$ cat src/verilog/soc_cfg.svh
// Data bus fabric configuration: address decode bits, RAM depth and register offsets.
`ifndef SOC_CFG_SVH
`define SOC_CFG_SVH

// ~~~~~~~~~~~~~~~~~~~~~~~~~~~~~~~~~~~~~~~~~~~~~~~~~~~~~~~~~~~~~~~~~~~~~~
// Target decode bits, applied in priority order RAM, timer, PWM.
`define SOC_RAM_SEL_BIT 30
`define SOC_TMR_SEL_BIT 28
`define SOC_PWM_SEL_BIT 29

// ~~~~~~~~~~~~~~~~~~~~~~~~~~~~~~~~~~~~~~~~~~~~~~~~~~~~~~~~~~~~~~~~~~~~~~
`define SOC_RAM_WORDS     256     // Word index comes from address bits 9..2.
`define SOC_OFS_BITS      4       // Register offset field width.

`define SOC_TMR_COUNT_OFS 4'h0    // Read only.
`define SOC_TMR_CMP_OFS   4'h4
`define SOC_PWM_PER0_OFS  4'h0
`define SOC_PWM_DUTY0_OFS 4'h4
`define SOC_PWM_PER1_OFS  4'h8
`define SOC_PWM_DUTY1_OFS 4'hC

`endif

$ cat src/verilog/soc_pkg.sv
// Data bus fabric package: bus word, address and mask types and the target select enum.
package soc_pkg;

    // ~~~~~~~~~~~~~~~~~~~~~~~~~~~~~~~~~~~~~~~~~~~~~~~~~~~~~~~~~~~~~~~~~~~~~~
    // Bus payload types

    typedef logic [31:0] bus_word_t;    // Read and write data.
    typedef logic [31:0] bus_addr_t;    // Byte address.
    typedef logic [3:0]  bus_mask_t;    // Byte write enables, zero is a read.

    // ~~~~~~~~~~~~~~~~~~~~~~~~~~~~~~~~~~~~~~~~~~~~~~~~~~~~~~~~~~~~~~~~~~~~~~
    // Target of a request

    typedef enum logic [1:0] {
        TGT_RAM   = 2'd0,
        TGT_TIMER = 2'd1,
        TGT_PWM   = 2'd2,
        TGT_NONE  = 2'd3
    } target_e;

endpackage

$ cat src/verilog/pwm_regs.sv
// PWM block: period and duty registers for two channels driven by one shared counter.
`timescale 1ns/1ns
`include "soc_cfg.svh"

module pwm_regs (
    input  logic               clk_i,
    input  logic               rst_n_i,
    input  logic               sel_i,
    input  soc_pkg::bus_addr_t addr_i,
    input  soc_pkg::bus_word_t wdata_i,
    input  soc_pkg::bus_mask_t mask_i,
    output soc_pkg::bus_word_t rdata_o,
    output logic               pwm0_o,
    output logic               pwm1_o
);

    localparam int PWM_W = 16;

    logic [PWM_W-1:0]         per0_q, duty0_q, per1_q, duty1_q;
    logic [PWM_W-1:0]         cnt_q;
    logic [PWM_W-1:0]         max_per;
    logic                     pwm0_q, pwm1_q;
    logic [`SOC_OFS_BITS-1:0] ofs;
    logic                     wr;

    assign ofs     = addr_i[`SOC_OFS_BITS-1:0];
    assign wr      = sel_i && (|mask_i);
    assign max_per = (per0_q > per1_q) ? per0_q : per1_q;

    // ~~~~~~~~~~~~~~~~~~~~~~~~~~~~~~~~~~~~~~~~~~~~~~~~~~~~~~~~~~~~~~~~~~~~~~
    // Registers, shared counter and outputs

    always_ff @(posedge clk_i or negedge rst_n_i) begin
        if (!rst_n_i) begin
            per0_q  <= '0;
            duty0_q <= '0;
            per1_q  <= '0;
            duty1_q <= '0;
            cnt_q   <= '0;
            pwm0_q  <= 1'b0;
            pwm1_q  <= 1'b0;
        end else begin
            if (wr) begin
                case (ofs)
                    `SOC_PWM_PER0_OFS:  per0_q  <= wdata_i[PWM_W-1:0];
                    `SOC_PWM_DUTY0_OFS: duty0_q <= wdata_i[PWM_W-1:0];
                    `SOC_PWM_PER1_OFS:  per1_q  <= wdata_i[PWM_W-1:0];
                    `SOC_PWM_DUTY1_OFS: duty1_q <= wdata_i[PWM_W-1:0];
                    default: ;
                endcase
            end
            cnt_q  <= (cnt_q + 1'b1 >= max_per) ? '0 : cnt_q + 1'b1;    // Wrap at max period.
            pwm0_q <= (cnt_q < duty0_q) && (cnt_q < per0_q);
            pwm1_q <= (cnt_q < duty1_q) && (cnt_q < per1_q);
        end
    end

    always_comb begin
        case (ofs)
            `SOC_PWM_PER0_OFS:  rdata_o = {16'h0, per0_q};
            `SOC_PWM_DUTY0_OFS: rdata_o = {16'h0, duty0_q};
            `SOC_PWM_PER1_OFS:  rdata_o = {16'h0, per1_q};
            `SOC_PWM_DUTY1_OFS: rdata_o = {16'h0, duty1_q};
            default:            rdata_o = '0;
        endcase
    end

    assign pwm0_o = pwm0_q;
    assign pwm1_o = pwm1_q;

endmodule

$ cat config.mk
export PLATFORM = sky130hd
export DESIGN_NAME = pwm_regs
export DESIGN_NICKNAME = d
export VERILOG_FILES = /design/src/verilog/soc_pkg.sv /design/src/verilog/pwm_regs.sv
export VERILOG_INCLUDE_DIRS = /design/src /design/src/verilog
export SDC_FILE = /design/constraint.sdc
export NUM_CORES = 1
export LEC_CHECK = 0
export ABC_AREA = 1
export ABC_CLOCK_PERIOD_IN_PS = 2500
export BUFFER_PORTS_ARGS = -buffer_cell sky130_fd_sc_hd__buf_4
export CAP_MARGIN = 5
export CORE_MARGIN = 3
export CORE_UTILIZATION = 40
export DETAILED_ROUTE_END_ITERATION = 10
export SYNTH_ARGS = -nofsm -noshare
export SYNTH_HDL_FRONTEND = slang
export SYNTH_SLANG_ARGS = --single-unit
$ cat constraint.sdc
create_clock -name clk_i -period 2.5 [get_ports clk_i]
set_input_delay 0.25 -clock clk_i [delete_from_list [all_inputs] [get_ports clk_i]]
set_output_delay 0.25 -clock clk_i [all_outputs]
set_load 0.01 [all_outputs]
==> qor.csv <==
stage;metric;value;unit
sta;Setup-failing EPs final;16;
placement;RePlAce Congestion;0.875;
critical_path;CP Launch Type;flop;
route;first drt pass iteration count;5;
synthesis;count leader, synth;nand2_1;
power_and_ir_drop;Power, Total;7.28;mW
placement;dpl cells;1110;
run_status;status;finished, violations left;
critical_path;Worst R2R End;cnt_q[4];
layout;Final Util;52.6;%
min_path;hold path startpoint;wdata_i[12];
synthesis;Synth area leader;dfrtp_1;
placement;port bufs;44;
min_path;Worst Hold Path EP;duty1_q[12];
placement;DP Worst Slack;-259;ps
synthesis;commonest cells in the netlist;195 x nand2_1, 128 x inv_1, 93 x ha_1, 82 x dfrtp_1, 59 x o21ai_1;
synthesis;Synth top area share;32.4;%
job;max cap viols;0;
floorplan;# IOs;105;
min_path;worst min path class;input pin to flop;
synthesis;Synth async-reset ratio;100;%
critical_path;R2R setup slack;-370;ps
sta;Setup Skew;7.88;ps
route;WL/cell;15.0;um
synthesis;top post-synthesis cells by area;dfrtp_1 32%, ha_1 18%, nand2_1 12%;
sta;Final Hold Violating Endpoints;0;
critical_path;Worst EP arrival;3160;ps
floorplan;num rows;45;
sta;worst hold slack;194;ps
synthesis;Post-Syn Area per Cell;7.72;um2
clock_tree;buffer depth of the longest clock path;2;
synthesis;synthesized flop and latch total;82;
synthesis;Synth Flop Type;dfrtp_1;
sta;worst setup margin;-366;ps
global_routing;initial antenna violation count;0;
global_routing;GR Util All Layers;19.8;%
synthesis;Mapped Cells;819;
synthesis;library cells used by synthesis;36;
power_and_ir_drop;PwrDens;904;mW/mm2
critical_path;worst path required time;2790;ps
route;Routed WL;17100;um
clock_tree;clock slew seen by the registers of the worst setup and hold paths;70;ps
floorplan;Die X;132;um
synthesis;Post-synth EDFFs;0;
run_status;violated checks;setup timing;
sta;max_slew headroom;64.6;%
global_routing;first-pass GRT wire length;27600;um
route;Detail Route Antenna Nets;0;
floorplan;starting density of the core;41.3;%
clock_tree;CTS Buf Count;9;
critical_path;CP endpoint kind;flop;
route;DRC Markers;0;
clock_tree;H-tree depth;3;
sta;RSZ-0062 raised after global routing;yes;
critical_path;R2R depth;20;
synthesis;yosys warns;0;
clock_tree;# clock sinks;82;
floorplan;DIE HEIGHT;132;um
clock_tree;root buffer cell;clkbuf_16;
clock_tree;TritonCTS clock tree;yes;
layout;Ant. Diodes;0;
critical_path;FF-to-FF Start;per1_q[11];
floorplan;Die Area;0.0174;mm2
floorplan;core footprint;0.0153;mm2
sta;crit path time final;2870;ps
placement;dpl hpwl;13100;um
synthesis;area of the mapped netlist;0.00632;mm2
global_routing;largest net degree at the start of global routing;46;
sta;Max Freq;349;MHz
layout;layout cells sized above 1;24.1;%
sta;Final Max Tran Viols;0;
critical_path;CP Class;flop to flop;
sta;final period utilization;115;%
synthesis;register area share after synthesis;32.4;%
power_and_ir_drop;maximum VDD drop;0.413;mV
critical_path;CP Max Fanout;8;
layout;fillers;1478;
route;DR vias;5659;
min_path;worst hold path cell count;3;
layout;fin cells;1138;
power_and_ir_drop;Pleak;4.11;nW
route;Initial DRC Count;287;
layout;Nets;1087;
global_routing;overflow left after global routing;0;
layout;area growth from synthesis to layout;27.3;%
route;Vias/cell;4.97;
clock_tree;clock latency on the worst-skew pair;350;ps
sta;Worst Max-Slew Pin Slew;530;ps
global_routing;vias in the first global route;5411;
[worst max path at each step]
stage | startpoint | to | slack [ps] | cells past startpoint
floorplan | per0_q[15] | cnt_q[10] | -30 | 16
global placement | per1_q[11] | cnt_q[5] | -190 | 16
detailed placement | per1_q[7] | cnt_q[15] | -260 | 19
CTS | per0_q[11] | cnt_q[11] | -250 | 15
global route | per1_q[11] | cnt_q[3] | -530 | 18
finish | per1_q[11] | cnt_q[4] | -370 | 20
[routing by layer]
| metal | global-route usage, % | wire length (um) | share of wire (%) | vias up |
|---|---|---|---|---|
| li1 | - | - | - | 2871 |
| met2 | 30.2 | 7420 | 43 | 108 |
| met3 | 2.21 | 576 | 3.4 | 26 |
| met1 | 28.9 | 8660 | 51 | 2654 |
| met4 | 7.76 | 455 | 2.7 | 0 |
| met5 | 0 | 0 | 0 | - |
[kinds of logic (layout without fill, tap and decap cells)]
group	Yosys count	count (layout)	share of synthesized area (%)
compound gates	159	159	14.6
xor+xnor	9	9	1.25
fa+ha+maj	93	93	18.4
buf+inv	169	261	11.7
flops	82	82	32.4
other cells	1	16	0.0593
simple gates	306	307	21.5
[cell type report]
class / instances / area [um2] / share of cell area [%]
Multi-Input combinational cell: 584 / 3990 / 49.5
Sequential cell: 82 / 2050 / 25.5
Timing Repair Buffer: 113 / 940 / 11.7
Inverter: 133 / 499 / 6.20
Tap cell: 211 / 264 / 3.28
Clock buffer: 10 / 229 / 2.84
Clock inverter: 5 / 80.1 / 0.995
[worst max-delay path: stages, from the launching register on]
cell	delay [ps]
dfrtp_1	390
inv_2	90
ha_4	210
buf_4	130
a21oi_2	140
nand2_2	90
a21oi_4	220
nand2_8	110
buf_12	150
buf_16	130
nand3_2	50
nand2_1	60
ha_2	170
a21oi_2	130
nor2_1	60
nor3_1	200
nand2_1	100
nand2_1	80
nand3_2	80
buf_6	160
nor2_2	90
[placed cells by master (no fill, tap or decap), types with 16 or more instances in the layout]
| master | netlist | final |
|---|---|---|
| nor2_1 | 53 | 42 |
| buf_4 | 17 | 102 |
| inv_1 | 128 | 117 |
| ha_4 | 0 | 16 |
| nand2_1 | 195 | 182 |
| o21ai_1 | 59 | 61 |
| a21oi_1 | 42 | 36 |
| ha_1 | 93 | 76 |
| nand3_1 | 29 | 23 |
| dfrtp_1 | 82 | 82 |
| conb_1 | 1 | 16 |
| inv_2 | 5 | 16 |
[what timing repair did]
item	in CTS	in global routing
endpoints found under the hold margin	37	0
resized for setup	33	43
hold buffers	1	0
setup endpoints to repair	16	16
gates cloned	2	0
pin swaps	11	20
setup buffers	5	5
[registers in the layout (all words and copies together), names as in the netlist]
signal,count
per0_q,16
pwm1_o,1
pwm0_o,1
cnt_q,16
per1_q,16
duty0_q,16
duty1_q,16
[metrics by stage]
step | area, um2 | setup TNS, ps
2_1_floorplan | 6440 | -278
3_3_place_gp | 7250 | -2920
3_5_place_dp | 7250 | -3980
4_1_cts | 7820 | -3770
5_1_grt | 8050 | -8320
6_report | 8050 | -5600
[power by group]
group | switching, mW | internal (mW) | leakage (nW)
registers | 0.181 | 1.62 | 1.04
logic | 2.27 | 1.76 | 2.92
clock network | 0.577 | 0.869 | 0.145
(Power assumes the default switching activity.)
