[config.mk]
export PLATFORM = sky130hd
export DESIGN_NAME = system_timer
export DESIGN_NICKNAME = d
export VERILOG_FILES = /design/src/verilog/soc_pkg.sv /design/src/verilog/system_timer.sv
export VERILOG_INCLUDE_DIRS = /design/src /design/src/verilog
export SDC_FILE = /design/constraint.sdc
export NUM_CORES = 1
export LEC_CHECK = 0
export BUFFER_PORTS_ARGS = -buffer_cell sky130_fd_sc_hd__buf_4
export CAP_MARGIN = 20
export CORE_UTILIZATION = 30
export DETAILED_ROUTE_END_ITERATION = 6
export GPL_ROUTABILITY_DRIVEN = 0
export PLACE_DENSITY = 0.56
export SYNTH_ARGS = -nofsm -noshare
export SYNTH_HDL_FRONTEND = slang
export SYNTH_SLANG_ARGS = --single-unit
[constraint.sdc]
create_clock -name clk_i -period 5.9 [get_ports clk_i]
set_clock_uncertainty 0.1 [all_clocks]
set_input_delay 1.18 -clock clk_i [delete_from_list [all_inputs] [get_ports clk_i]]
set_output_delay 1.18 -clock clk_i [all_outputs]
set_load 0.02 [all_outputs]
[src/verilog/soc_cfg.svh]
// Data bus fabric configuration: address decode bits, RAM depth and register offsets.
`ifndef SOC_CFG_SVH
`define SOC_CFG_SVH

// ~~~~~~~~~~~~~~~~~~~~~~~~~~~~~~~~~~~~~~~~~~~~~~~~~~~~~~~~~~~~~~~~~~~~~~
// Target decode bits, applied in priority order RAM, timer, PWM.
`define SOC_RAM_SEL_BIT 30
`define SOC_TMR_SEL_BIT 28
`define SOC_PWM_SEL_BIT 29

// ~~~~~~~~~~~~~~~~~~~~~~~~~~~~~~~~~~~~~~~~~~~~~~~~~~~~~~~~~~~~~~~~~~~~~~
`define SOC_RAM_WORDS     256     // Word index comes from address bits 9..2.
`define SOC_OFS_BITS      4       // Register offset field width.

`define SOC_TMR_COUNT_OFS 4'h0    // Read only.
`define SOC_TMR_CMP_OFS   4'h4
`define SOC_PWM_PER0_OFS  4'h0
`define SOC_PWM_DUTY0_OFS 4'h4
`define SOC_PWM_PER1_OFS  4'h8
`define SOC_PWM_DUTY1_OFS 4'hC

`endif

[src/verilog/soc_pkg.sv]
// Data bus fabric package: bus word, address and mask types and the target select enum.
package soc_pkg;

    // ~~~~~~~~~~~~~~~~~~~~~~~~~~~~~~~~~~~~~~~~~~~~~~~~~~~~~~~~~~~~~~~~~~~~~~
    // Bus payload types

    typedef logic [31:0] bus_word_t;    // Read and write data.
    typedef logic [31:0] bus_addr_t;    // Byte address.
    typedef logic [3:0]  bus_mask_t;    // Byte write enables, zero is a read.

    // ~~~~~~~~~~~~~~~~~~~~~~~~~~~~~~~~~~~~~~~~~~~~~~~~~~~~~~~~~~~~~~~~~~~~~~
    // Target of a request

    typedef enum logic [1:0] {
        TGT_RAM   = 2'd0,
        TGT_TIMER = 2'd1,
        TGT_PWM   = 2'd2,
        TGT_NONE  = 2'd3
    } target_e;

endpackage

[src/verilog/system_timer.sv]
// System timer: free-running count with a writable compare and an interrupt level.
`timescale 1ns/1ns
`include "soc_cfg.svh"

module system_timer (
    input  logic               clk_i,
    input  logic               rst_n_i,
    input  logic               sel_i,
    input  soc_pkg::bus_addr_t addr_i,
    input  soc_pkg::bus_word_t wdata_i,
    input  soc_pkg::bus_mask_t mask_i,
    output soc_pkg::bus_word_t rdata_o,
    output logic               irq_o
);

    localparam int BYTES = $bits(soc_pkg::bus_mask_t);

    soc_pkg::bus_word_t        count_q;
    soc_pkg::bus_word_t        cmp_q;
    logic                      irq_q;
    logic [`SOC_OFS_BITS-1:0]  ofs;
    logic                      cmp_wr;

    assign ofs    = addr_i[`SOC_OFS_BITS-1:0];
    assign cmp_wr = sel_i && (|mask_i) && (ofs == `SOC_TMR_CMP_OFS);

    // ~~~~~~~~~~~~~~~~~~~~~~~~~~~~~~~~~~~~~~~~~~~~~~~~~~~~~~~~~~~~~~~~~~~~~~
    // Counter, compare and interrupt

    always_ff @(posedge clk_i or negedge rst_n_i) begin
        if (!rst_n_i) begin
            count_q <= '0;
            cmp_q   <= '0;
            irq_q   <= 1'b0;
        end else begin
            count_q <= count_q + 32'd1;
            irq_q   <= (cmp_q != '0) && (count_q >= cmp_q);
            if (cmp_wr) begin
                for (int b = 0; b < BYTES; b++) begin
                    if (mask_i[b]) begin
                        cmp_q[8*b +: 8] <= wdata_i[8*b +: 8];
                    end
                end
            end
        end
    end

    // Register read back
    always_comb begin
        case (ofs)
            `SOC_TMR_COUNT_OFS: rdata_o = count_q;
            `SOC_TMR_CMP_OFS:   rdata_o = cmp_q;
            default:            rdata_o = '0;
        endcase
    end

    assign irq_o = irq_q;

endmodule

==> results_dict.tcl, run 1 <==
set metrics [dict create \
    portBuffers 75 \
    yosys_warnings 0 \
    required_ns 4.62 \
    crit_chain "buf_4 > nor4b_2 > buf_4 > a22o_1 > buf_4" \
    rr_worst_depth 7 \
    root_buffer "clkbuf_16" \
    ys_async_sr_fraction_pct 100 \
    grt_pass1_wl_um 16300 \
    ant_nets 0 \
    criticalPathCategory "in2out" \
    ir_worst_vdd_mv 0.176 \
    p_per_area_nw_per_um2 277 \
    synth_top_area_cell "dfrtp_1" \
    tightestPinTransition_ns 0.844 \
    endpoint "rdata_o[12]" \
    start_kind "input port" \
    synth-seq-area-share_pct 42.4 \
    cp_max_fo 36 \
    endpoint_kind "output port" \
    cts_resized 0 \
    critPathMostFrequentCell "buf_4" \
    die_w_um 115 \
    post-route-util_pct 40.5 \
    globalRouteOverflowTotal 0 \
    cts_num_sinks 65 \
    drt-initial-drc-count 107 \
    wl_per_cell_um 16.7 \
    antenna_found_initial 0 \
    worstReg2RegStart "count_q[0]" \
    slew_headroom_pct 43.7 \
    wirelength_um 10100 \
    dieArea_sq_um 13200 \
    htreeDepth 3 \
    syn_area_sq_um 3830 \
    coreArea_sq_um 12200 \
    p_leak_nw 2.44 \
    ctsHoldBuffers 0 \
    avgSynthCellArea_sq_um 10.9 \
    layout_min_cycle_time_ns 3.69 \
    report.final.setup_viol 0 \
    synth_top_area_share_pct 42.4 \
    fillers 1228 \
    tns_ns 0 \
    grt_use_total_pct 16.4 \
    initial_core_util_pct 31.4 \
    drive_gt1_share_pct 31.4 \
    crit_path_start "addr_i[1]" \
    diodes 0 \
    drt_pre_antenna_iters 4 \
    synth_cells 352 \
    worstPathArrival_ns 2.41 \
    cp_slowest_cell "buf_4" \
    dp.cells 589 \
    synth_ff_type "dfrtp_1" \
    dpl_cell_area_sq_um 4600 \
    via_count 2974 \
    rsz0062_at_grt "no" \
    clock_path_buffers 2 \
    area_growth_pct 29.1 \
    yosys-top-cells-area "dfrtp_1 (42%), ha_1 (11%), mux2_2 (9.4%)" \
    max_freq_ghz 0.271 \
    fin_cells 605 \
    r2r_setup_slack_ns 3.53 \
    synth_edf_count 0 \
    vias_per_cell 4.92 \
    grt_max_degree 66 \
    synth.distinct_cells 35 \
    synth_seq_cells 65 \
    yosysMostFrequentCell "dfrtp_1" \
    timing.rr.end "irq_o" \
    synth_common_cells "dfrtp_1 (65), inv_1 (37), ha_1 (33)" \
    post_cts_buffers 0 \
    clk_pin_slew_ns 0.05 \
    dp_hpwl_um 7490 \
    cap_violations 0 \
    cts_tree "yes" \
    nNetsFinal 536 \
    cts_buffers 9 \
    status "completed" \
    synth_fp_nets 456 \
    rows 40 \
    num_io_pins 104 \
    slowest_delay_ns 0.44 \
    grt_pass1_vias 3102 \
    hold_path.class "reg2reg" \
    hp-start "count_q[8]" \
    drc 0 \
    finalCritPeriodShare_pct 62.6 \
    die_y_um 115 \
    finalHoldViolCount 0 \
    slew_violations 0 \
    clkLatencyLatePin_ns 0.33 \
    fin_area_sq_um 4950 \
    power_w 0.00137 \
]
-- cells in the final DEF (no fill, tap or decap) --
cell type,synthesis,layout
a2111o_1,1,1
a211o_1,1,1
a21oi_1,11,11
a221oi_1,3,3
a22o_1,32,32
a32oi_1,1,1
and2_1,1,1
and3_1,4,4
and3_4,1,1
and4_1,6,6
and4b_1,1,1
buf_4,0,77
bufinv_16,0,3
clkbuf_1,5,1
clkbuf_16,0,9
clkbuf_8,0,2
clkinv_4,0,1
dfrtp_1,65,65
ha_1,33,33
inv_1,37,37
mux2_2,32,32
nand2_1,22,22
nand2b_1,1,1
nand2b_4,1,1
nand3_1,10,10
nand3_2,6,6
nand4_1,9,9
nand4_4,2,2
nor2_1,9,9
nor3_1,8,8
nor4_1,10,9
nor4_2,0,1
nor4b_2,0,1
o21ai_0,5,5
or3b_1,1,1
xnor2_1,18,18
xnor2_2,1,1
xor2_1,11,11
-- metrics by stage --
stage	hold WS [ns]	worst slack (ns)
detailed placement	0.413	2.21
floorplan	0.382	2.32
finish	0.420	2.21
global placement	0.418	2.20
global route	0.444	2.12
CTS	0.427	2.20
-- state kept, by name, indices dropped and copies added, names as in the netlist --
signal and flops:
cmp_q 32, count_q 32, irq_o 1
-- power by group --
group	total, W	switching, W	internal, W
sequential	0.000546	0.0000572	0.000489
clock	0.000632	0.000196	0.000437
combinational	0.000193	0.0000935	0.0000991
-- metal layers --
layer  track usage, %  share of wire [%]
met1             21.7                 47
met2             26.6                 48
met3             3.32                4.1
met4             5.71                1.2
met5                0                  0
-- final cells by class --
cell class                 instances  area [sq um]  area share (%)
tap                              168           210            4.25
multi-input combinational        242          2040            41.2
inverter                          37           139            2.81
clock inverter                     4          98.8            2.00
clock buffer                      12           256            5.18
sequential                        65          1630            32.9
timing repair buffer              77           578            11.7
-- cell families (layout without fill, tap and decap cells) --
group / after synthesis / count (layout) / synth area share (%)
buffers and inverters: 45 / 130 / 4.63
adder cells (fa/ha/maj): 33 / 33 / 10.8
multiplexers: 32 / 32 / 9.40
AND/OR/NAND/NOR: 93 / 93 / 14.9
XOR/XNOR: 30 / 30 / 7.05
flip-flops: 65 / 65 / 42.4
AO/OA/AOI/OAI: 54 / 54 / 10.8
-- worst max-delay path: cells and delay by family --
kind                   cells  cell delay, ns
buffers and inverters      3            0.72
AND/OR/NAND/NOR            1            0.26
AO/OA/AOI/OAI              1            0.25
-- worst min path at each step --
stage	end	slack (ns)	depth (start not counted)
2_1_floorplan	count_q[16]	0.38	1
3_3_place_gp	count_q[4]	0.42	1
3_5_place_dp	count_q[8]	0.41	1
4_1_cts	count_q[8]	0.43	1
5_1_grt	count_q[10]	0.44	1
6_report	count_q[8]	0.42	1
(Power assumes the default switching activity.)
==> run 2, diff against run 1 <==
--- a/config.mk
+++ b/config.mk
@@ -6,12 +6,13 @@
 export SDC_FILE = /design/constraint.sdc
 export NUM_CORES = 1
 export LEC_CHECK = 0
+export ABC_AREA = 1
 export BUFFER_PORTS_ARGS = -buffer_cell sky130_fd_sc_hd__buf_4
 export CAP_MARGIN = 20
 export CORE_UTILIZATION = 30
 export DETAILED_ROUTE_END_ITERATION = 6
 export GPL_ROUTABILITY_DRIVEN = 0
-export PLACE_DENSITY = 0.56
+export PLACE_DENSITY = 0.57
 export SYNTH_ARGS = -nofsm -noshare
 export SYNTH_HDL_FRONTEND = slang
 export SYNTH_SLANG_ARGS = --single-unit
==> constraint.sdc (replaced) <==
create_clock -name clk_i -period 3 [get_ports clk_i]
set_clock_uncertainty 0.1 [all_clocks]
set_input_delay 0.6 -clock clk_i [delete_from_list [all_inputs] [get_ports clk_i]]
set_output_delay 0.6 -clock clk_i [all_outputs]
set_load 0.02 [all_outputs]
==> results_dict.tcl, run 2 <==
set metrics [dict create \
    final_common_cell "nand2_1" \
    register_area_sq_um 1630 \
    initial_core_util_pct 30.9 \
    status "completed" \
    grt_pass1_wl_um 18800 \
    criticalPathCategory "in2out" \
    synth_compound_area_share_pct 7.00 \
    dieArea_sq_um 14200 \
    cts_tree "yes" \
    die_y_um 119 \
    vias_per_cell 4.85 \
    multiInputGateArea_sq_um 2150 \
    ir_worst_vdd_mv 0.230 \
    synth_ff_type "dfrtp_1" \
    max_freq_ghz 0.401 \
    r2r_setup_slack_ns 1.13 \
    worstPathArrival_ns 1.80 \
    nNetsFinal 724 \
    synth_common_cells "nand2_1 (145), inv_1 (75), dfrtp_1 (65)" \
    antenna_found_initial 0 \
    fillers 1365 \
    synth_cells 543 \
    num_io_pins 104 \
    clk_pin_slew_ns 0.05 \
    layout_common_cells "nand2_1 (145), buf_4 (80), inv_1 (75)" \
    tns_ns 0 \
    grt_max_degree 66 \
    cp_max_fo 33 \
    rsz0062_at_grt "no" \
    required_ns 2.30 \
    endpoint_kind "output port" \
    synthSimpleGateAreaFrac_pct 28.8 \
    p_per_area_nw_per_um2 464 \
    area_growth_pct 24.9 \
    post-route-util_pct 38.6 \
    synth_xor_area_share_pct 6.39 \
    cts_buffers 9 \
    diodes 0 \
    synth_fa_ha_area_share_pct 10.0 \
    tightestPinTransition_ns 0.834 \
    slew_headroom_pct 44.4 \
    ctsHoldBuffers 0 \
    grt_use_total_pct 17.2 \
    htreeDepth 3 \
    ant_nets 0 \
    cap_violations 0 \
    synth.distinct_cells 21 \
    die_w_um 119 \
    synth-seq-area-share_pct 39.5 \
    post_cts_buffers 0 \
    fin_area_sq_um 5130 \
    globalRouteOverflowTotal 0 \
    wirelength_um 11600 \
    finalHoldViolCount 0 \
    synth_seq_cells 65 \
    portBuffers 75 \
    synth_fp_nets 647 \
    synth_edf_count 0 \
    dpl_cell_area_sq_um 4880 \
    yosysMostFrequentCell "nand2_1" \
    start_kind "input port" \
    yosys-top-cells-area "dfrtp_1 (40%), nand2_1 (13%), ha_1 (10%)" \
    rr_worst_depth 7 \
    synth_top_family_by_area "simple AND/OR/NAND/NOR gates" \
    root_buffer "clkbuf_16" \
    avgSynthCellArea_sq_um 7.57 \
    drt-initial-drc-count 161 \
    cts_resized 0 \
    whs_ns 0.272 \
    p_leak_nw 2.64 \
    syn_area_sq_um 4110 \
    report.final.setup_viol 0 \
    synth_top_area_cell "dfrtp_1" \
    yosys_warnings 0 \
    muxShareOfSynthArea_pct 0 \
    cts_num_sinks 65 \
    finalCritPeriodShare_pct 83.2 \
    drc 0 \
    rows 42 \
    via_count 3873 \
    drive_gt1_share_pct 14.8 \
    synth_top_area_share_pct 39.5 \
    grt_pass1_vias 3843 \
    slew_violations 0 \
    dp_hpwl_um 9180 \
    drt_pre_antenna_iters 5 \
    hold_path.class "in2async" \
    layout_min_cycle_time_ns 2.50 \
    ys_async_sr_fraction_pct 100 \
    clkLatencyLatePin_ns 0.34 \
    coreArea_sq_um 13300 \
    wl_per_cell_um 14.6 \
    clock_path_buffers 2 \
]
-- run 2: cell count changes after synthesis, sizes merged, moves of 22 or more --
cell and change:
o22ai +22, a22o -32, nand3 +44, mux2 -32, inv +38, nor2 +27, nand2 +123
-- run 2: cells by family after synthesis --
logic type / Yosys count
AO/OA/AOI/OAI: 50
XOR/XNOR: 30
adder cells (fa/ha/maj): 33
buffers and inverters: 89
flip-flops: 65
AND/OR/NAND/NOR: 276
-- run 2: critical path: stages --
cell	delay (ns)
buf_4	0.11
nor2_1	0.19
nand3b_1	0.10
buf_4	0.26
o21ai_0	0.32
buf_4	0.21
-- run 2: worst paths after layout --
path	end	from
max	rdata_o[11]	addr_i[1]
min	count_q[3]	rst_n_i
max reg2reg	count_q[23]	count_q[2]
min reg2reg	cmp_q[29]	cmp_q[29]
max in group asynchronous	cmp_q[22]	rst_n_i
min in group clk_i	cmp_q[29]	cmp_q[29]
-- run 2: report_power, final --
part | internal (W) | total (W) | switching (W)
logic | 0.000170 | 0.000445 | 0.000275
clock network | 0.000565 | 0.000914 | 0.000349
registers | 0.000959 | 0.00102 | 0.0000618
total | 0.00169 | 0.00238 | 0.000686
-- run 2: layer usage --
| metal | global-route usage [%] | routed length, um |
|---|---|---|
| met1 | 22.4 | 5350 |
| met2 | 26.8 | 5330 |
| met3 | 3.16 | 500 |
| met4 | 9.34 | 440 |
| met5 | 0 | 0 |
-- run 2: cell type report --
type	count	area share, %
Clock buffer	12	4.80
Clock inverter	1	0.0975
Inverter	75	5.48
Multi-Input combinational cell	389	42.0
Sequential cell	65	31.7
Tap cell	176	4.29
Timing Repair Buffer	80	11.7
-- run 2: through the flow --
step / power, W / std cells / setup WS [ns]
finish: 0.00238 / 798 / 0.504
floorplan: 0.00130 / 543 / 0.686
CTS: 0.00241 / 798 / 0.505
detailed placement: 0.00148 / 785 / 0.501
global placement: 0.00147 / 785 / 0.530
global route: 0.00252 / 798 / 0.385
==> run 3, diff against run 2 <==
--- a/config.mk
+++ b/config.mk
@@ -12,7 +12,7 @@
 export CORE_UTILIZATION = 30
 export DETAILED_ROUTE_END_ITERATION = 6
 export GPL_ROUTABILITY_DRIVEN = 0
-export PLACE_DENSITY = 0.57
+export PLACE_DENSITY = 0.55
 export SYNTH_ARGS = -nofsm -noshare
 export SYNTH_HDL_FRONTEND = slang
 export SYNTH_SLANG_ARGS = --single-unit
==> constraint.sdc (replaced) <==
create_clock -name clk_i -period 2.6 [get_ports clk_i]
set_clock_uncertainty 0.1 [all_clocks]
set_input_delay 0.52 -clock clk_i [delete_from_list [all_inputs] [get_ports clk_i]]
set_output_delay 0.52 -clock clk_i [all_outputs]
set_load 0.02 [all_outputs]
==> results_dict.tcl, run 3 (same netlist as run 2, synthesis figures left out) <==
set metrics [dict create \
    start_kind "input port" \
    diodes 0 \
    rows 42 \
    coreArea_sq_um 13300 \
    clkLatencyLatePin_ns 0.34 \
    slew_headroom_pct 44.5 \
    cp_max_fo 22 \
    wirelength_um 11500 \
    rr_worst_depth 7 \
    report.final.setup_viol 0 \
    timing.rr.end "count_q[23]" \
    root_buffer "clkbuf_16" \
    cts_resized 0 \
    final_common_cell "nand2_1" \
    portBuffers 75 \
    clock_path_buffers 2 \
    status "completed" \
    grt_pass1_vias 3792 \
    cts_buffers 9 \
    grt_max_degree 66 \
    dieArea_sq_um 14200 \
    slew_violations 0 \
    finalCritPeriodShare_pct 92.9 \
    worstPathArrival_ns 1.80 \
    ctsHoldBuffers 0 \
    wl_per_cell_um 14.4 \
    grt_pass1_wl_um 18900 \
    grt_use_total_pct 17.3 \
    layout_common_cells "nand2_1 (145), buf_4 (78), inv_1 (75)" \
    ir_worst_vdd_mv 0.230 \
    tightestPinTransition_ns 0.833 \
    p_leak_nw 2.67 \
    antenna_found_initial 0 \
    die_y_um 119 \
    finalHoldViolCount 0 \
    tns_ns 0 \
    globalRouteOverflowTotal 0 \
    cts_tree "yes" \
    ant_nets 0 \
    nNetsFinal 724 \
    criticalPathCategory "in2out" \
    layout_min_cycle_time_ns 2.42 \
    endpoint_kind "output port" \
    rsz0062_at_grt "no" \
    num_io_pins 104 \
    via_count 3844 \
    hold_path.class "in2async" \
    drt-initial-drc-count 233 \
    vias_per_cell 4.81 \
    cts_num_sinks 65 \
    clk_pin_slew_ns 0.05 \
    area_growth_pct 26.2 \
    fillers 1370 \
    drive_gt1_share_pct 15.4 \
    cap_violations 0 \
    p_per_area_nw_per_um2 546 \
    post-route-util_pct 39.0 \
    htreeDepth 3 \
    drt_pre_antenna_iters 5 \
    dp_hpwl_um 9150 \
    required_ns 1.98 \
    die_w_um 119 \
    r2r_setup_slack_ns 0.69 \
    post_cts_buffers 0 \
    drc 0 \
    worstReg2RegStart "count_q[2]" \
    max_freq_ghz 0.414 \
    initial_core_util_pct 30.9 \
]
[run 3: cell types whose count changed in the layout (fill, tap and decap cells not counted), sizes merged]
cell / delta
clkinv: +2
[run 3: final cells by class]
class	count	area (sq um)	share of cell area (%)
flip-flops and latches	65	1630	31.3
repair buffers	80	626	12.1
multi-input cells	389	2150	41.5
clock inverters	3	15.0	0.289
inverters	75	282	5.42
well taps	176	220	4.24
clock buffers	12	267	5.14
[run 3: worst max path at each step]
| stage | from | end |
|---|---|---|
| 2_1_floorplan | addr_i[1] | rdata_o[14] |
| 3_3_place_gp | addr_i[1] | rdata_o[16] |
| 3_5_place_dp | addr_i[1] | rdata_o[18] |
| 4_1_cts | addr_i[1] | rdata_o[18] |
| 5_1_grt | addr_i[1] | rdata_o[19] |
| 6_report | addr_i[1] | rdata_o[20] |
[run 3: metal layers]
layer | GRT usage, % | wire [um] | up-vias
li1 | - | - | 1935
met1 | 22.7 | 5350 | 1780
met2 | 27.4 | 5390 | 101
met3 | 2.39 | 419 | 28
met4 | 9.41 | 390 | 0
met5 | 0 | 0 | -
[run 3: where the power goes]
group,internal (W),leakage [nW],switching [W]
logic,0.000199,1.66,0.000319
clock network,0.000712,0.144,0.000432
registers,0.00111,0.863,0.0000680
[run 3: stage by stage]
stage	std cells	hold slack (ns)	power, W	setup WS [ns]	area, sq um
final	800	0.191	0.00284	0.184	5190
after global routing	800	0.278	0.00298	0.115	5190
after CTS	800	0.228	0.00286	0.209	5190
after detailed placement	785	0.359	0.00171	0.210	4910
after global placement	785	0.357	0.00170	0.212	4910
after floorplan	543	0.124	0.00150	0.446	4110
[run 3: worst max-delay path, cell delays in order]
cell,delay (ns)
buf_4,0.11
nor2_1,0.17
buf_4,0.23
nand2_1,0.06
buf_4,0.22
o22ai_1,0.28
buf_4,0.20
