$ cat src/verilog/soc_cfg.svh
// Data bus fabric configuration: address decode bits, RAM depth and register offsets.
`ifndef SOC_CFG_SVH
`define SOC_CFG_SVH

// ~~~~~~~~~~~~~~~~~~~~~~~~~~~~~~~~~~~~~~~~~~~~~~~~~~~~~~~~~~~~~~~~~~~~~~
// Target decode bits, applied in priority order RAM, timer, PWM.
`define SOC_RAM_SEL_BIT 30
`define SOC_TMR_SEL_BIT 28
`define SOC_PWM_SEL_BIT 29

// ~~~~~~~~~~~~~~~~~~~~~~~~~~~~~~~~~~~~~~~~~~~~~~~~~~~~~~~~~~~~~~~~~~~~~~
`define SOC_RAM_WORDS     256     // Word index comes from address bits 9..2.
`define SOC_OFS_BITS      4       // Register offset field width.

`define SOC_TMR_COUNT_OFS 4'h0    // Read only.
`define SOC_TMR_CMP_OFS   4'h4
`define SOC_PWM_PER0_OFS  4'h0
`define SOC_PWM_DUTY0_OFS 4'h4
`define SOC_PWM_PER1_OFS  4'h8
`define SOC_PWM_DUTY1_OFS 4'hC

`endif

$ cat src/verilog/soc_pkg.sv
// Data bus fabric package: bus word, address and mask types and the target select enum.
package soc_pkg;

    // ~~~~~~~~~~~~~~~~~~~~~~~~~~~~~~~~~~~~~~~~~~~~~~~~~~~~~~~~~~~~~~~~~~~~~~
    // Bus payload types

    typedef logic [31:0] bus_word_t;    // Read and write data.
    typedef logic [31:0] bus_addr_t;    // Byte address.
    typedef logic [3:0]  bus_mask_t;    // Byte write enables, zero is a read.

    // ~~~~~~~~~~~~~~~~~~~~~~~~~~~~~~~~~~~~~~~~~~~~~~~~~~~~~~~~~~~~~~~~~~~~~~
    // Target of a request

    typedef enum logic [1:0] {
        TGT_RAM   = 2'd0,
        TGT_TIMER = 2'd1,
        TGT_PWM   = 2'd2,
        TGT_NONE  = 2'd3
    } target_e;

endpackage

$ cat src/verilog/read_return_mux.sv
// Return multiplexer: sends the selected target's read data and stall back to the core.
`timescale 1ns/1ns

module read_return_mux (
    input  soc_pkg::target_e   tgt_i,
    input  soc_pkg::bus_word_t ram_rdata_i,
    input  soc_pkg::bus_word_t tmr_rdata_i,
    input  soc_pkg::bus_word_t pwm_rdata_i,
    input  logic               ram_stall_i,
    output soc_pkg::bus_word_t rdata_o,
    output logic               stall_o
);

    // ~~~~~~~~~~~~~~~~~~~~~~~~~~~~~~~~~~~~~~~~~~~~~~~~~~~~~~~~~~~~~~~~~~~~~~
    // Read data

    always_comb begin
        case (tgt_i)
            soc_pkg::TGT_RAM:   rdata_o = ram_rdata_i;
            soc_pkg::TGT_TIMER: rdata_o = tmr_rdata_i;
            soc_pkg::TGT_PWM:   rdata_o = pwm_rdata_i;
            default:            rdata_o = '0;       // Unmapped reads as zero.
        endcase
    end

    // Only the RAM holds the core.
    assign stall_o = (tgt_i == soc_pkg::TGT_RAM) ? ram_stall_i : 1'b0;

endmodule

$ cat config.mk
export PLATFORM = sky130hd
export DESIGN_NAME = read_return_mux
export DESIGN_NICKNAME = d
export VERILOG_FILES = /design/src/verilog/soc_cfg.svh /design/src/verilog/soc_pkg.sv /design/src/verilog/read_return_mux.sv
export SDC_FILE = /design/constraint.sdc
export NUM_CORES = 1
export LEC_CHECK = 0
export BUFFER_PORTS_ARGS = -buffer_cell sky130_fd_sc_hd__buf_2
export CAP_MARGIN = 40
export CORE_MARGIN = 4
export CORE_UTILIZATION = 32
export DETAILED_ROUTE_END_ITERATION = 10
export PLACE_DENSITY_LB_ADDON = 0.25
export SLEW_MARGIN = 20
export SYNTH_ARGS = -nofsm -noshare
export SYNTH_HDL_FRONTEND = slang
export SYNTH_SLANG_ARGS = --single-unit
$ cat constraint.sdc
create_clock -name vclk -period 0.9
set_clock_uncertainty 0.05 [all_clocks]
set_input_delay 0.045 -clock vclk [all_inputs]
set_output_delay 0.045 -clock vclk [all_outputs]
set_load 0.1 [all_outputs]
==> insert_results.sql, run 1 <==
INSERT INTO impl_metrics (metric_group, metric, value, unit) VALUES
('floorplan', 'start_util', '0.3394', ''),
('clock_network', 'post_cts_setup_buffer_count', '3', ''),
('synth', 'synth.lib_cells_used.distinct', '8', ''),
('synth', 'synth_area_per_cell', '12.21', 'sq um'),
('place', 'routabilityCongestion', '0.6935', ''),
('synth', 'synthesis.area', '952.2', 'sq um'),
('floorplan', 'dieHeight', '62.55', 'um'),
('run_status', 'stop_error', '[ERROR DPL-0038] Utilization greater than 100%, impossible to legalize', ''),
('place', 'placement.io_buffers', '132', ''),
('run_status', 'status', 'stopped before the end', ''),
('floorplan', 'io-pin-count', '132', ''),
('floorplan', 'placement_rows', '19', ''),
('clock_network', 'cts_hold_buffers', '0', ''),
('place', 'dpl_cell_area', '2547', 'sq um'),
('synth', 'yosys_warnings', '0', ''),
('place', 'hpwlAfterDp', '3950', 'um'),
('clock_network', 'post_cts_resized', '52', ''),
('synth', 'synth.net_count', '177', ''),
('synth', 'post_synthesis_cells', '78', ''),
('run_status', 'stop_stage', '4_1_cts', ''),
('place', 'placed_cell_count', '234', ''),
('synth', 'share_of_synthesized_area_occupied_by_flip_flops_and_latches', '0', ''),
('floorplan', 'die-width', '62.55', 'um');
[cell usage after synthesis, drive strengths merged]
cell type,n,share of area
buf,12,0.15
mux2i,32,0.34
nor2b,1,0.014
nor3b,1,0.0079
o2bb2ai,32,0.49
[logic make-up after synthesis]
family,share of synthesized area
simple gates,0.02234
mux,0.3364
buf+inv,0.1498
compound gates,0.4915
[stage by stage]
step | TNS, ns | worst slack, ns | utilization
floorplan | -5.592 | -0.3378 | -
detailed placement | -6.775 | -0.2529 | 0.9081
global placement | -5.215 | -0.1775 | 0.9081
==> run 2, diff against run 1 <==
Settings changed: CORE_UTILIZATION 32 to 20, PLACE_DENSITY_LB_ADDON 0.25 to 0.15.
==> insert_results.sql, run 2 <==
INSERT INTO impl_metrics (metric_group, metric, value, unit) VALUES
('run_status', 'status', 'finished, violations left', ''),
('run_status', 'failed_checks', 'negative setup slack', ''),
('synth', 'synthesis.area', '952.2', 'sq um'),
('timing', 'post_layout_min_period', '1.070', 'ns'),
('floorplan', 'die-width', '77', 'um'),
('timing', 'number_of_setup_violations_in_the_final_report', '33', ''),
('timing', 'final_count_of_hold_timing_violations', '0', ''),
('clock_network', 'cts_hold_buffers', '0', ''),
('worst_setup_path', 'worst_ep_arrival_time', '0.98', 'ns'),
('layout', 'synthToLayoutAreaGrowth', '221.6', '%'),
('min_path', 'min_to', 'rdata_o[11]', ''),
('synth', 'synth.lib_cells_used.distinct', '8', ''),
('pwr', 'power.total', '2.724', 'mW'),
('floorplan', 'io-pin-count', '132', ''),
('timing', 'slew_viol_final', '0', ''),
('synth', 'cell_with_the_most_instances_after_synthesis', 'sky130_fd_sc_hd__mux2i_1', ''),
('routing', 'drt_pre_antenna_iters', '3', ''),
('place', 'dpl_cell_area', '2596', 'sq um'),
('layout', 'final_layout_size_suffix_gt1_frac', '1.000', ''),
('synth', 'post_synth_most_frequent_cells', 'sky130_fd_sc_hd__mux2i_1 (32), sky130_fd_sc_hd__o2bb2ai_2 (30), sky130_fd_sc_hd__buf_6 (6)', ''),
('layout', 'num_antenna_cells', '0', ''),
('global_routing', 'overflow', '0', ''),
('place', 'placement.io_buffers', '132', ''),
('layout', 'number_of_fill_cells_in_the_layout', '322', ''),
('floorplan', 'core-area', '4474', 'sq um'),
('layout', 'final_common_cell', 'sky130_fd_sc_hd__buf_2', ''),
('min_path', 'min-delay-start', 'tmr_rdata_i[11]', ''),
('global_routing', 'grt_pass1_vias', '1476', ''),
('layout', 'ff_latch_area', '0', 'sq um'),
('global_routing', 'initial_antenna_violation_count', '0', ''),
('floorplan', 'placement_rows', '24', ''),
('synth', 'share_of_synthesized_area_occupied_by_flip_flops_and_latches', '0', ''),
('routing', 'vias_per_cell', '4.740', ''),
('routing', 'route.final.wire_length', '4730', 'um'),
('routing', 'drc', '0', ''),
('timing', 'worstMarginPinSlew', '0.3767', 'ns'),
('worst_setup_path', 'crit_slowest_cell', 'sky130_fd_sc_hd__buf_12', ''),
('worst_setup_path', 'critical_path_peak_fanout', '5', ''),
('layout', 'layout.core_utilization', '0.6843', ''),
('min_path', 'timing.hold.worst_path_depth', '3', ''),
('worst_setup_path', 'setup.worst_path.class', 'input port to primary output', ''),
('floorplan', 'dieHeight', '77', 'um'),
('routing', 'dr_total_vias', '1256', ''),
('global_routing', 'maximum_number_of_pins_on_one_net_before_global_route_repair', '19', ''),
('synth', 'synth_area_per_cell', '12.21', 'sq um'),
('synth', 'share_of_the_synthesized_area_in_the_top_cell_type', '0.4731', ''),
('layout', 'most-common-layout-cells', 'sky130_fd_sc_hd__buf_2 (97), sky130_fd_sc_hd__buf_12 (37), sky130_fd_sc_hd__o2bb2ai_4 (32), sky130_fd_sc_hd__mux2i_4 (19), sky130_fd_sc_hd__mux2i_2 (13)', ''),
('layout', 'final_layout_clock_buffer_total', '0', ''),
('global_routing', 'global_route.usage.total', '0.1544', ''),
('worst_setup_path', 'worst_setup_path_end_kind', 'primary output', ''),
('routing', 'routed_wire_length_per_instance', '17.85', 'um'),
('worst_setup_path', 'crit_path_cell_trace', 'buf_12, nor2b_4, buf_12, clkbuf_16, o2bb2ai_4, buf_12', ''),
('routing', 'route.antenna.remaining_nets', '0', ''),
('synth', 'netlist_top_cells_area', 'sky130_fd_sc_hd__o2bb2ai_2 (47%), sky130_fd_sc_hd__mux2i_1 (34%), sky130_fd_sc_hd__buf_6 (7.1%)', ''),
('synth', 'synth.net_count', '177', ''),
('global_routing', 'grt_first_pass_wirelength', '7562', 'um'),
('layout', 'nets', '314', ''),
('worst_setup_path', 'critical-path-max-stage-delay', '0.18', 'ns'),
('synth', 'post_synthesis_cells', '78', ''),
('layout', 'finish.instance_area', '3062', 'sq um'),
('timing', 'finalCritPeriodShare', '1.189', ''),
('worst_setup_path', 'worstPathRequired', '0.81', 'ns'),
('floorplan', 'start_util', '0.2128', ''),
('pwr', 'power_per_cell_area', '889.8', 'nW/um^2'),
('synth', 'synth_largest_area_cell', 'sky130_fd_sc_hd__o2bb2ai_2', ''),
('place', 'routabilityCongestion', '0.7431', ''),
('timing', 'hold-worst-slack', '0.4290', 'ns'),
('worst_setup_path', 'critical_path.startpoint_type', 'input port', ''),
('routing', 'drt_first_iter_violations', '18', ''),
('floorplan', 'die_area', '5929', 'sq um'),
('pwr', 'peakVddDrop', '576.6', 'uV'),
('pwr', 'static-leakage-power', '1.212', 'nW'),
('flow_run', 'max_capacitance_violation_count', '0', ''),
('timing', 'max-slew-margin-rel', '0.7489', ''),
('min_path', 'min_path_type', 'input port to primary output', ''),
('timing', 'grt_setup_unrepaired', 'true', ''),
('timing', 'tns', '-4.452', 'ns'),
('worst_setup_path', 'critical-path-top-cell-by-count', 'sky130_fd_sc_hd__buf_12', ''),
('layout', 'design.seq.count', '0', ''),
('timing', 'timing.fmax', '934.5', 'MHz'),
('place', 'hpwlAfterDp', '3682', 'um'),
('timing', 'layout_setup_ws', '-0.1701', 'ns'),
('synth', 'yosys_warnings', '0', '');
## run 2: cell counts after synthesis
Identical to the previous run, type by type.
## run 2: layout make-up
cell class | instances | area [sq um] | area share
Multi-Input combinational cell | 66 | 1520 | 0.4965
Timing Repair Buffer | 147 | 1476 | 0.4822
Tap cell | 52 | 65.06 | 0.02125
## run 2: layer usage
metal	up-vias	GRT usage	part of all wire
met4	0	0.01423	0.0063
met2	71	0.3136	0.58
li1	601	-	-
met5	-	0	0
met1	582	0.1677	0.34
met3	2	0.03044	0.078
## run 2: worst max path at each step
| stage | start | end | slack (ns) | depth (start not counted) |
|---|---|---|---|---|
| after detailed placement | tgt_i[1] | rdata_o[15] | -0.23 | 5 |
| after global routing | tgt_i[1] | rdata_o[9] | -0.19 | 6 |
| after floorplan | tgt_i[1] | stall_o | -0.34 | 3 |
| after global placement | tgt_i[1] | rdata_o[6] | -0.20 | 5 |
| final | tgt_i[1] | rdata_o[3] | -0.17 | 6 |
| after CTS | tgt_i[1] | rdata_o[14] | -0.18 | 6 |
## run 2: through the flow
| stage | setup slack, ns | std cells |
|---|---|---|
| detailed placement | -0.2338 | 258 |
| CTS | -0.1771 | 265 |
| global route | -0.1895 | 265 |
| global placement | -0.1988 | 258 |
| floorplan | -0.3378 | 78 |
| finish | -0.1701 | 265 |
## run 2: power breakdown
part / total, mW / switching [mW] / internal (mW)
registers: 0 / 0 / 0
logic: 2.72 / 1.57 / 1.15
clock network: 0 / 0 / 0
## run 2: critical path: cells and delay by family
family                 cells  cell delay [ns]
AOI/OAI and AO/OA          1             0.12
buffers and inverters      4             0.63
and+or+nand+nor            1             0.17
## run 2: logic make-up after synthesis
family                 synth area share
AND/OR/NAND/NOR                 0.02234
buffers and inverters            0.1498
multiplexers                     0.3364
AO/OA/AOI/OAI                    0.4915
## run 2: repair_timing
item                       in CTS  in global routing
pin swaps                       2                  3
resized for setup              57                  5
setup endpoints to repair      33                 33
gates cloned                    4                  1
buffers inserted                3                  0
Power figures use the tool's default switching activity.
==> run 3, diff against run 2 <==
--- a/config.mk
+++ b/config.mk
@@ -6,9 +6,10 @@
 export NUM_CORES = 1
 export LEC_CHECK = 0
+export ABC_AREA = 1
 export BUFFER_PORTS_ARGS = -buffer_cell sky130_fd_sc_hd__buf_2
 export CAP_MARGIN = 40
-export CORE_MARGIN = 4
-export CORE_UTILIZATION = 20
+export CORE_AREA = 4 4 65 67
 export DETAILED_ROUTE_END_ITERATION = 10
+export DIE_AREA = 0 0 69 71
 export PLACE_DENSITY_LB_ADDON = 0.15
 export SLEW_MARGIN = 20
==> constraint.sdc (replaced) <==
create_clock -name vclk -period 0.9
set_clock_uncertainty 0.05 [all_clocks]
set_input_delay 0.09 -clock vclk [all_inputs]
set_output_delay 0.09 -clock vclk [all_outputs]
set_load 0.1 [all_outputs]
==> insert_results.sql, run 3 <==
INSERT INTO impl_metrics (metric_group, metric, value, unit) VALUES
('pwr', 'static-leakage-power', '1.531', 'nW'),
('synth', 'yosys_warnings', '0', ''),
('layout', 'final_layout_size_suffix_gt1_frac', '0.8356', ''),
('place', 'routabilityCongestion', '0.7694', ''),
('layout', 'layout.core_utilization', '0.8165', ''),
('synth', 'post_synth_most_frequent_cells', 'sky130_fd_sc_hd__nand3_1 (96), sky130_fd_sc_hd__nand2_1 (32), sky130_fd_sc_hd__buf_6 (7)', ''),
('routing', 'dr_total_vias', '1707', ''),
('layout', 'final_common_cell', 'sky130_fd_sc_hd__buf_2', ''),
('timing', 'timing.fmax', '936.1', 'MHz'),
('floorplan', 'dieHeight', '71', 'um'),
('layout', 'nets', '393', ''),
('run_status', 'failed_checks', 'negative setup slack', ''),
('run_status', 'status', 'finished, violations left', ''),
('synth', 'synthesis.area', '777.0', 'sq um'),
('synth', 'share_of_synthesized_area_occupied_by_flip_flops_and_latches', '0', ''),
('layout', 'design.seq.count', '0', ''),
('routing', 'highest-signal-layer', 'met4', ''),
('clock_network', 'cts_hold_buffers', '0', ''),
('global_routing', 'grt_first_pass_wirelength', '7790', 'um'),
('global_routing', 'global_route.usage.total', '0.1865', ''),
('routing', 'met3_wl', '369', 'um'),
('layout', 'synthToLayoutAreaGrowth', '281.8', '%'),
('worst_setup_path', 'setup.worst_path.class', 'input port to primary output', ''),
('routing', 'drt_pre_antenna_iters', '4', ''),
('global_routing', 'grt_pass1_vias', '1700', ''),
('flow_run', 'max_capacitance_violation_count', '0', ''),
('layout', 'final_layout_clock_buffer_total', '0', ''),
('synth', 'share_of_the_synthesized_area_in_the_top_cell_type', '0.6184', ''),
('routing', 'detailroute.wirelength.met2', '3075', 'um'),
('layout', 'most-common-layout-cells', 'sky130_fd_sc_hd__buf_2 (97), sky130_fd_sc_hd__nand3_1 (47), sky130_fd_sc_hd__buf_12 (43), sky130_fd_sc_hd__nand3_4 (34), sky130_fd_sc_hd__nand2_4 (18)', ''),
('synth', 'synth_area_per_cell', '5.215', 'sq um'),
('synth', 'post_synthesis_cells', '149', ''),
('timing', 'slew_viol_final', '0', ''),
('routing', 'drt_first_iter_violations', '42', ''),
('layout', 'number_of_fill_cells_in_the_layout', '227', ''),
('floorplan', 'placement_rows', '22', ''),
('layout', 'ff_latch_area', '0', 'sq um'),
('global_routing', 'maximum_number_of_pins_on_one_net_before_global_route_repair', '19', ''),
('global_routing', 'overflow', '0', ''),
('floorplan', 'core-area', '3633', 'sq um'),
('layout', 'multi_input_area', '1308', 'sq um'),
('synth', 'synth_largest_area_cell', 'sky130_fd_sc_hd__nand3_1', ''),
('routing', 'routedLengthMet1', '1884', 'um'),
('timing', 'number_of_setup_violations_in_the_final_report', '33', ''),
('routing', 'route.final.wire_length', '5381', 'um'),
('routing', 'drc', '0', ''),
('layout', 'num_antenna_cells', '0', ''),
('timing', 'post_layout_min_period', '1.068', 'ns'),
('floorplan', 'io-pin-count', '132', ''),
('synth', 'synth.net_count', '248', ''),
('routing', 'routed_wire_length_per_instance', '15.83', 'um'),
('floorplan', 'die-width', '69', 'um'),
('timing', 'final_count_of_hold_timing_violations', '0', ''),
('place', 'hpwlAfterDp', '4121', 'um'),
('pwr', 'power.total', '2.615', 'mW'),
('timing', 'max-slew-margin-rel', '0.8745', ''),
('timing', 'worstMarginPinSlew', '0.1880', 'ns'),
('worst_setup_path', 'critical_path_peak_fanout', '8', ''),
('timing', 'grt_setup_unrepaired', 'true', ''),
('pwr', 'power_per_cell_area', '881.5', 'nW/um^2'),
('worst_setup_path', 'critical_path.startpoint_type', 'input port', ''),
('worst_setup_path', 'worst_ep_arrival_time', '0.93', 'ns'),
('timing', 'finalCritPeriodShare', '1.187', ''),
('floorplan', 'start_util', '0.2138', ''),
('worst_setup_path', 'worstPathRequired', '0.76', 'ns'),
('global_routing', 'initial_antenna_violation_count', '0', ''),
('worst_setup_path', 'worst_setup_path_end_kind', 'primary output', ''),
('min_path', 'min_path_type', 'input port to primary output', ''),
('synth', 'netlist_top_cells_area', 'sky130_fd_sc_hd__nand3_1 (62%), sky130_fd_sc_hd__nand2_1 (15%), sky130_fd_sc_hd__buf_6 (10%)', ''),
('place', 'placement.io_buffers', '132', ''),
('routing', 'vias_per_cell', '5.021', ''),
('synth', 'cell_with_the_most_instances_after_synthesis', 'sky130_fd_sc_hd__nand3_1', ''),
('synth', 'synth.lib_cells_used.distinct', '8', ''),
('timing', 'layout_setup_ws', '-0.1682', 'ns'),
('routing', 'route.antenna.remaining_nets', '0', ''),
('floorplan', 'die_area', '4899', 'sq um'),
('pwr', 'peakVddDrop', '520.3', 'uV');
[run 3: changes by cell type after synthesis, moves of 2 or more]
cell / change
sky130_fd_sc_hd__o2bb2ai_2: -30
sky130_fd_sc_hd__buf_2: +2
sky130_fd_sc_hd__nand3_1: +96
sky130_fd_sc_hd__o2bb2ai_1: -2
sky130_fd_sc_hd__buf_4: +5
sky130_fd_sc_hd__inv_2: +2
sky130_fd_sc_hd__mux2i_1: -32
sky130_fd_sc_hd__nand2_1: +32
sky130_fd_sc_hd__buf_12: -3
[run 3: area by class of cell]
cell class	count	area share
timing repair buffer	160	0.5348
multi-input combinational	130	0.4407
tap	48	0.02024
inverter	2	0.004218
[run 3: worst max-delay path, cell delays in order]
cell,delay (ns)
sky130_fd_sc_hd__buf_12,0.12
sky130_fd_sc_hd__nor2_8,0.14
sky130_fd_sc_hd__buf_12,0.12
sky130_fd_sc_hd__buf_12,0.14
sky130_fd_sc_hd__nand2_4,0.06
sky130_fd_sc_hd__nand3_4,0.08
sky130_fd_sc_hd__buf_12,0.17
[run 3: routing by layer]
metal  vias to the layer above  track usage
li1                        818            -
met1                       804       0.2055
met2                        81       0.3824
met3                         4      0.03977
met4                         0            0
met5                         -            0
[run 3: power by group]
part           leakage, nW  total, mW  internal [mW]  switching [mW]
registers                0          0              0               0
clock network            0          0              0               0
logic                 1.53       2.62           1.04            1.58
[run 3: worst paths after layout]
kind	startpoint	to	slack, ns	cells past startpoint
min	ram_rdata_i[4]	rdata_o[4]	0.50	4
max	tgt_i[0]	rdata_o[16]	-0.17	7
[run 3: cell families (layout without fill, tap and decap cells)]
family                 Yosys count  count (layout)  share of synthesized area
and+or+nand+nor                130             130                     0.8084
buffers and inverters           19             162                     0.1916
[run 3: stage by stage]
step / cells / setup slack (ns) / area [sq um] / hold WS, ns / TNS [ns]
after floorplan: 149 / -0.4249 / 1451 / 0.3630 / -2.871
after global placement: 329 / -0.2223 / 2649 / 0.4965 / -6.709
after detailed placement: 329 / -0.2535 / 2649 / 0.5003 / -7.286
after CTS: 334 / -0.1797 / 2783 / 0.5003 / -4.515
after global routing: 340 / -0.2062 / 2967 / 0.5114 / -5.966
final: 340 / -0.1682 / 2967 / 0.4969 / -4.662
[run 3: timing repair]
item	in CTS	in global routing
setup buffers	5	4
setup endpoints to repair	33	33
resized for setup	15	23
cloned	1	4
pin swaps	6	6
==> run 4, diff against run 3 <==
Settings changed: CORE_AREA 4 4 65 67 to 2 2 63 65, DIE_AREA 0 0 69 71 to 0 0 65 67.
Clock period 0.9 ns to 1.1 ns, I/O delays scaled along.
==> insert_results.sql, run 4 (synthesis results as in run 3) <==
INSERT INTO impl_metrics (metric_group, metric, value, unit) VALUES
('place', 'dpl_cell_area', '2444', 'sq um'),
('timing', 'grt_setup_unrepaired', 'true', ''),
('pwr', 'peakVddDrop', '425.0', 'uV'),
('min_path', 'min_to', 'rdata_o[15]', ''),
('layout', 'ff_latch_area', '0', 'sq um'),
('run_status', 'status', 'finished clean', ''),
('global_routing', 'overflow', '0', ''),
('routing', 'drc', '0', ''),
('pwr', 'static-leakage-power', '1.317', 'nW'),
('layout', 'final_layout_size_suffix_gt1_frac', '0.7270', ''),
('layout', 'final_common_cell', 'sky130_fd_sc_hd__buf_2', ''),
('timing', 'hold-worst-slack', '0.5376', 'ns'),
('place', 'hpwlAfterDp', '3699', 'um'),
('timing', 'max-slew-margin-rel', '0.8663', ''),
('floorplan', 'placement_rows', '22', ''),
('global_routing', 'grt_pass1_vias', '1593', ''),
('min_path', 'timing.hold.worst_path_depth', '4', ''),
('layout', 'most-common-layout-cells', 'sky130_fd_sc_hd__buf_2 (97), sky130_fd_sc_hd__nand3_1 (56), sky130_fd_sc_hd__buf_12 (40), sky130_fd_sc_hd__nand3_4 (30), sky130_fd_sc_hd__nand2_1 (21)', ''),
('floorplan', 'start_util', '0.2155', ''),
('floorplan', 'dieHeight', '67', 'um'),
('worst_setup_path', 'worst_setup_path_end_kind', 'primary output', ''),
('floorplan', 'core-area', '3606', 'sq um'),
('floorplan', 'die-width', '65', 'um'),
('routing', 'route.antenna.remaining_nets', '0', ''),
('floorplan', 'die_area', '4355', 'sq um'),
('global_routing', 'initial_antenna_violation_count', '0', ''),
('min_path', 'min_path_type', 'input port to primary output', ''),
('clock_network', 'cts_hold_buffers', '0', ''),
('timing', 'slew_viol_final', '0', ''),
('timing', 'finalCritPeriodShare', '0.9876', ''),
('global_routing', 'global_route.usage.total', '0.1960', ''),
('routing', 'drt_first_iter_violations', '82', ''),
('layout', 'synthToLayoutAreaGrowth', '236.6', '%'),
('routing', 'drt_pre_antenna_iters', '4', ''),
('layout', 'layout.core_utilization', '0.7252', ''),
('min_path', 'min-delay-start', 'ram_rdata_i[15]', ''),
('worst_setup_path', 'setup.worst_path.class', 'input port to primary output', ''),
('floorplan', 'io-pin-count', '132', ''),
('flow_run', 'max_capacitance_violation_count', '0', ''),
('layout', 'final_layout_clock_buffer_total', '0', ''),
('routing', 'route.final.wire_length', '4545', 'um'),
('place', 'placement.io_buffers', '132', ''),
('worst_setup_path', 'critical_path_peak_fanout', '6', ''),
('global_routing', 'grt_first_pass_wirelength', '6969', 'um'),
('global_routing', 'maximum_number_of_pins_on_one_net_before_global_route_repair', '16', ''),
('timing', 'timing.fmax', '920.6', 'MHz'),
('timing', 'post_layout_min_period', '1.086', 'ns'),
('timing', 'tns', '0', 'ns'),
('timing', 'worstMarginPinSlew', '0.2003', 'ns'),
('routing', 'vias_per_cell', '4.933', ''),
('routing', 'routed_wire_length_per_instance', '13.77', 'um'),
('place', 'routabilityCongestion', '0.6918', ''),
('layout', 'number_of_fill_cells_in_the_layout', '299', ''),
('layout', 'num_antenna_cells', '0', ''),
('layout', 'nets', '383', ''),
('layout', 'design.seq.count', '0', ''),
('timing', 'number_of_setup_violations_in_the_final_report', '0', ''),
('worst_setup_path', 'worst_ep_arrival_time', '0.93', 'ns'),
('timing', 'final_count_of_hold_timing_violations', '0', ''),
('worst_setup_path', 'critical_path.startpoint_type', 'input port', ''),
('worst_setup_path', 'worstPathRequired', '0.94', 'ns'),
('pwr', 'power_per_cell_area', '763.9', 'nW/um^2'),
('routing', 'dr_total_vias', '1628', ''),
('layout', 'finish.instance_area', '2615', 'sq um');
## run 4: how the worst max path moves through the flow
stage / start / depth (start not counted) / slack, ns / end
3_3_place_gp: tgt_i[0] / 5 / -0.05 / rdata_o[23]
6_report: tgt_i[1] / 6 / 0.01 / rdata_o[11]
5_1_grt: tgt_i[1] / 6 / -0.02 / rdata_o[20]
2_1_floorplan: tgt_i[1] / 3 / -0.26 / stall_o
4_1_cts: tgt_i[1] / 6 / -0.005 / rdata_o[13]
3_5_place_dp: tgt_i[1] / 6 / -0.08 / rdata_o[7]
## run 4: timing repair
item | CTS | global route
hold endpoints to repair | 0 | 0
setup endpoints to repair | 33 | 32
setup buffers | 0 | 1
gates resized for setup | 14 | 23
cloned | 0 | 1
pin swaps | 1 | 0
## run 4: routing by layer
| layer | GRT usage | vias up | share of wire |
|---|---|---|---|
| li1 | - | 793 | - |
| met1 | 0.2200 | 755 | 0.36 |
| met5 | 0 | - | 0 |
| met2 | 0.3943 | 80 | 0.54 |
| met4 | 0.01330 | 0 | 0 |
| met3 | 0.03547 | 0 | 0.095 |
## run 4: stage by stage
step	power, mW	setup slack, ns	cells
finish	1.998	0.01369	330
detailed placement	1.939	-0.08102	328
global route	2.073	-0.02423	330
floorplan	1.194	-0.2649	149
global placement	1.924	-0.05099	328
CTS	1.960	-0.004880	328
## run 4: critical path: stages
cell                        delay (ns)
sky130_fd_sc_hd__buf_12           0.12
sky130_fd_sc_hd__nor2_8           0.19
sky130_fd_sc_hd__clkbuf_16        0.20
sky130_fd_sc_hd__nand2_2          0.06
sky130_fd_sc_hd__nand3_4          0.06
sky130_fd_sc_hd__buf_12           0.17
## run 4: final cells by class
cell class,instances,area (sq um),area share
Tap cell,48,60.06,0.02297
Inverter,2,12.51,0.004785
Multi-Input combinational cell,130,1111,0.4249
Timing Repair Buffer,150,1431,0.5474
## run 4: power breakdown
part / leakage [nW] / switching (mW) / internal (mW)
Clock: 0 / 0 / 0
Sequential: 0 / 0 / 0
Combinational: 1.32 / 1.22 / 0.777
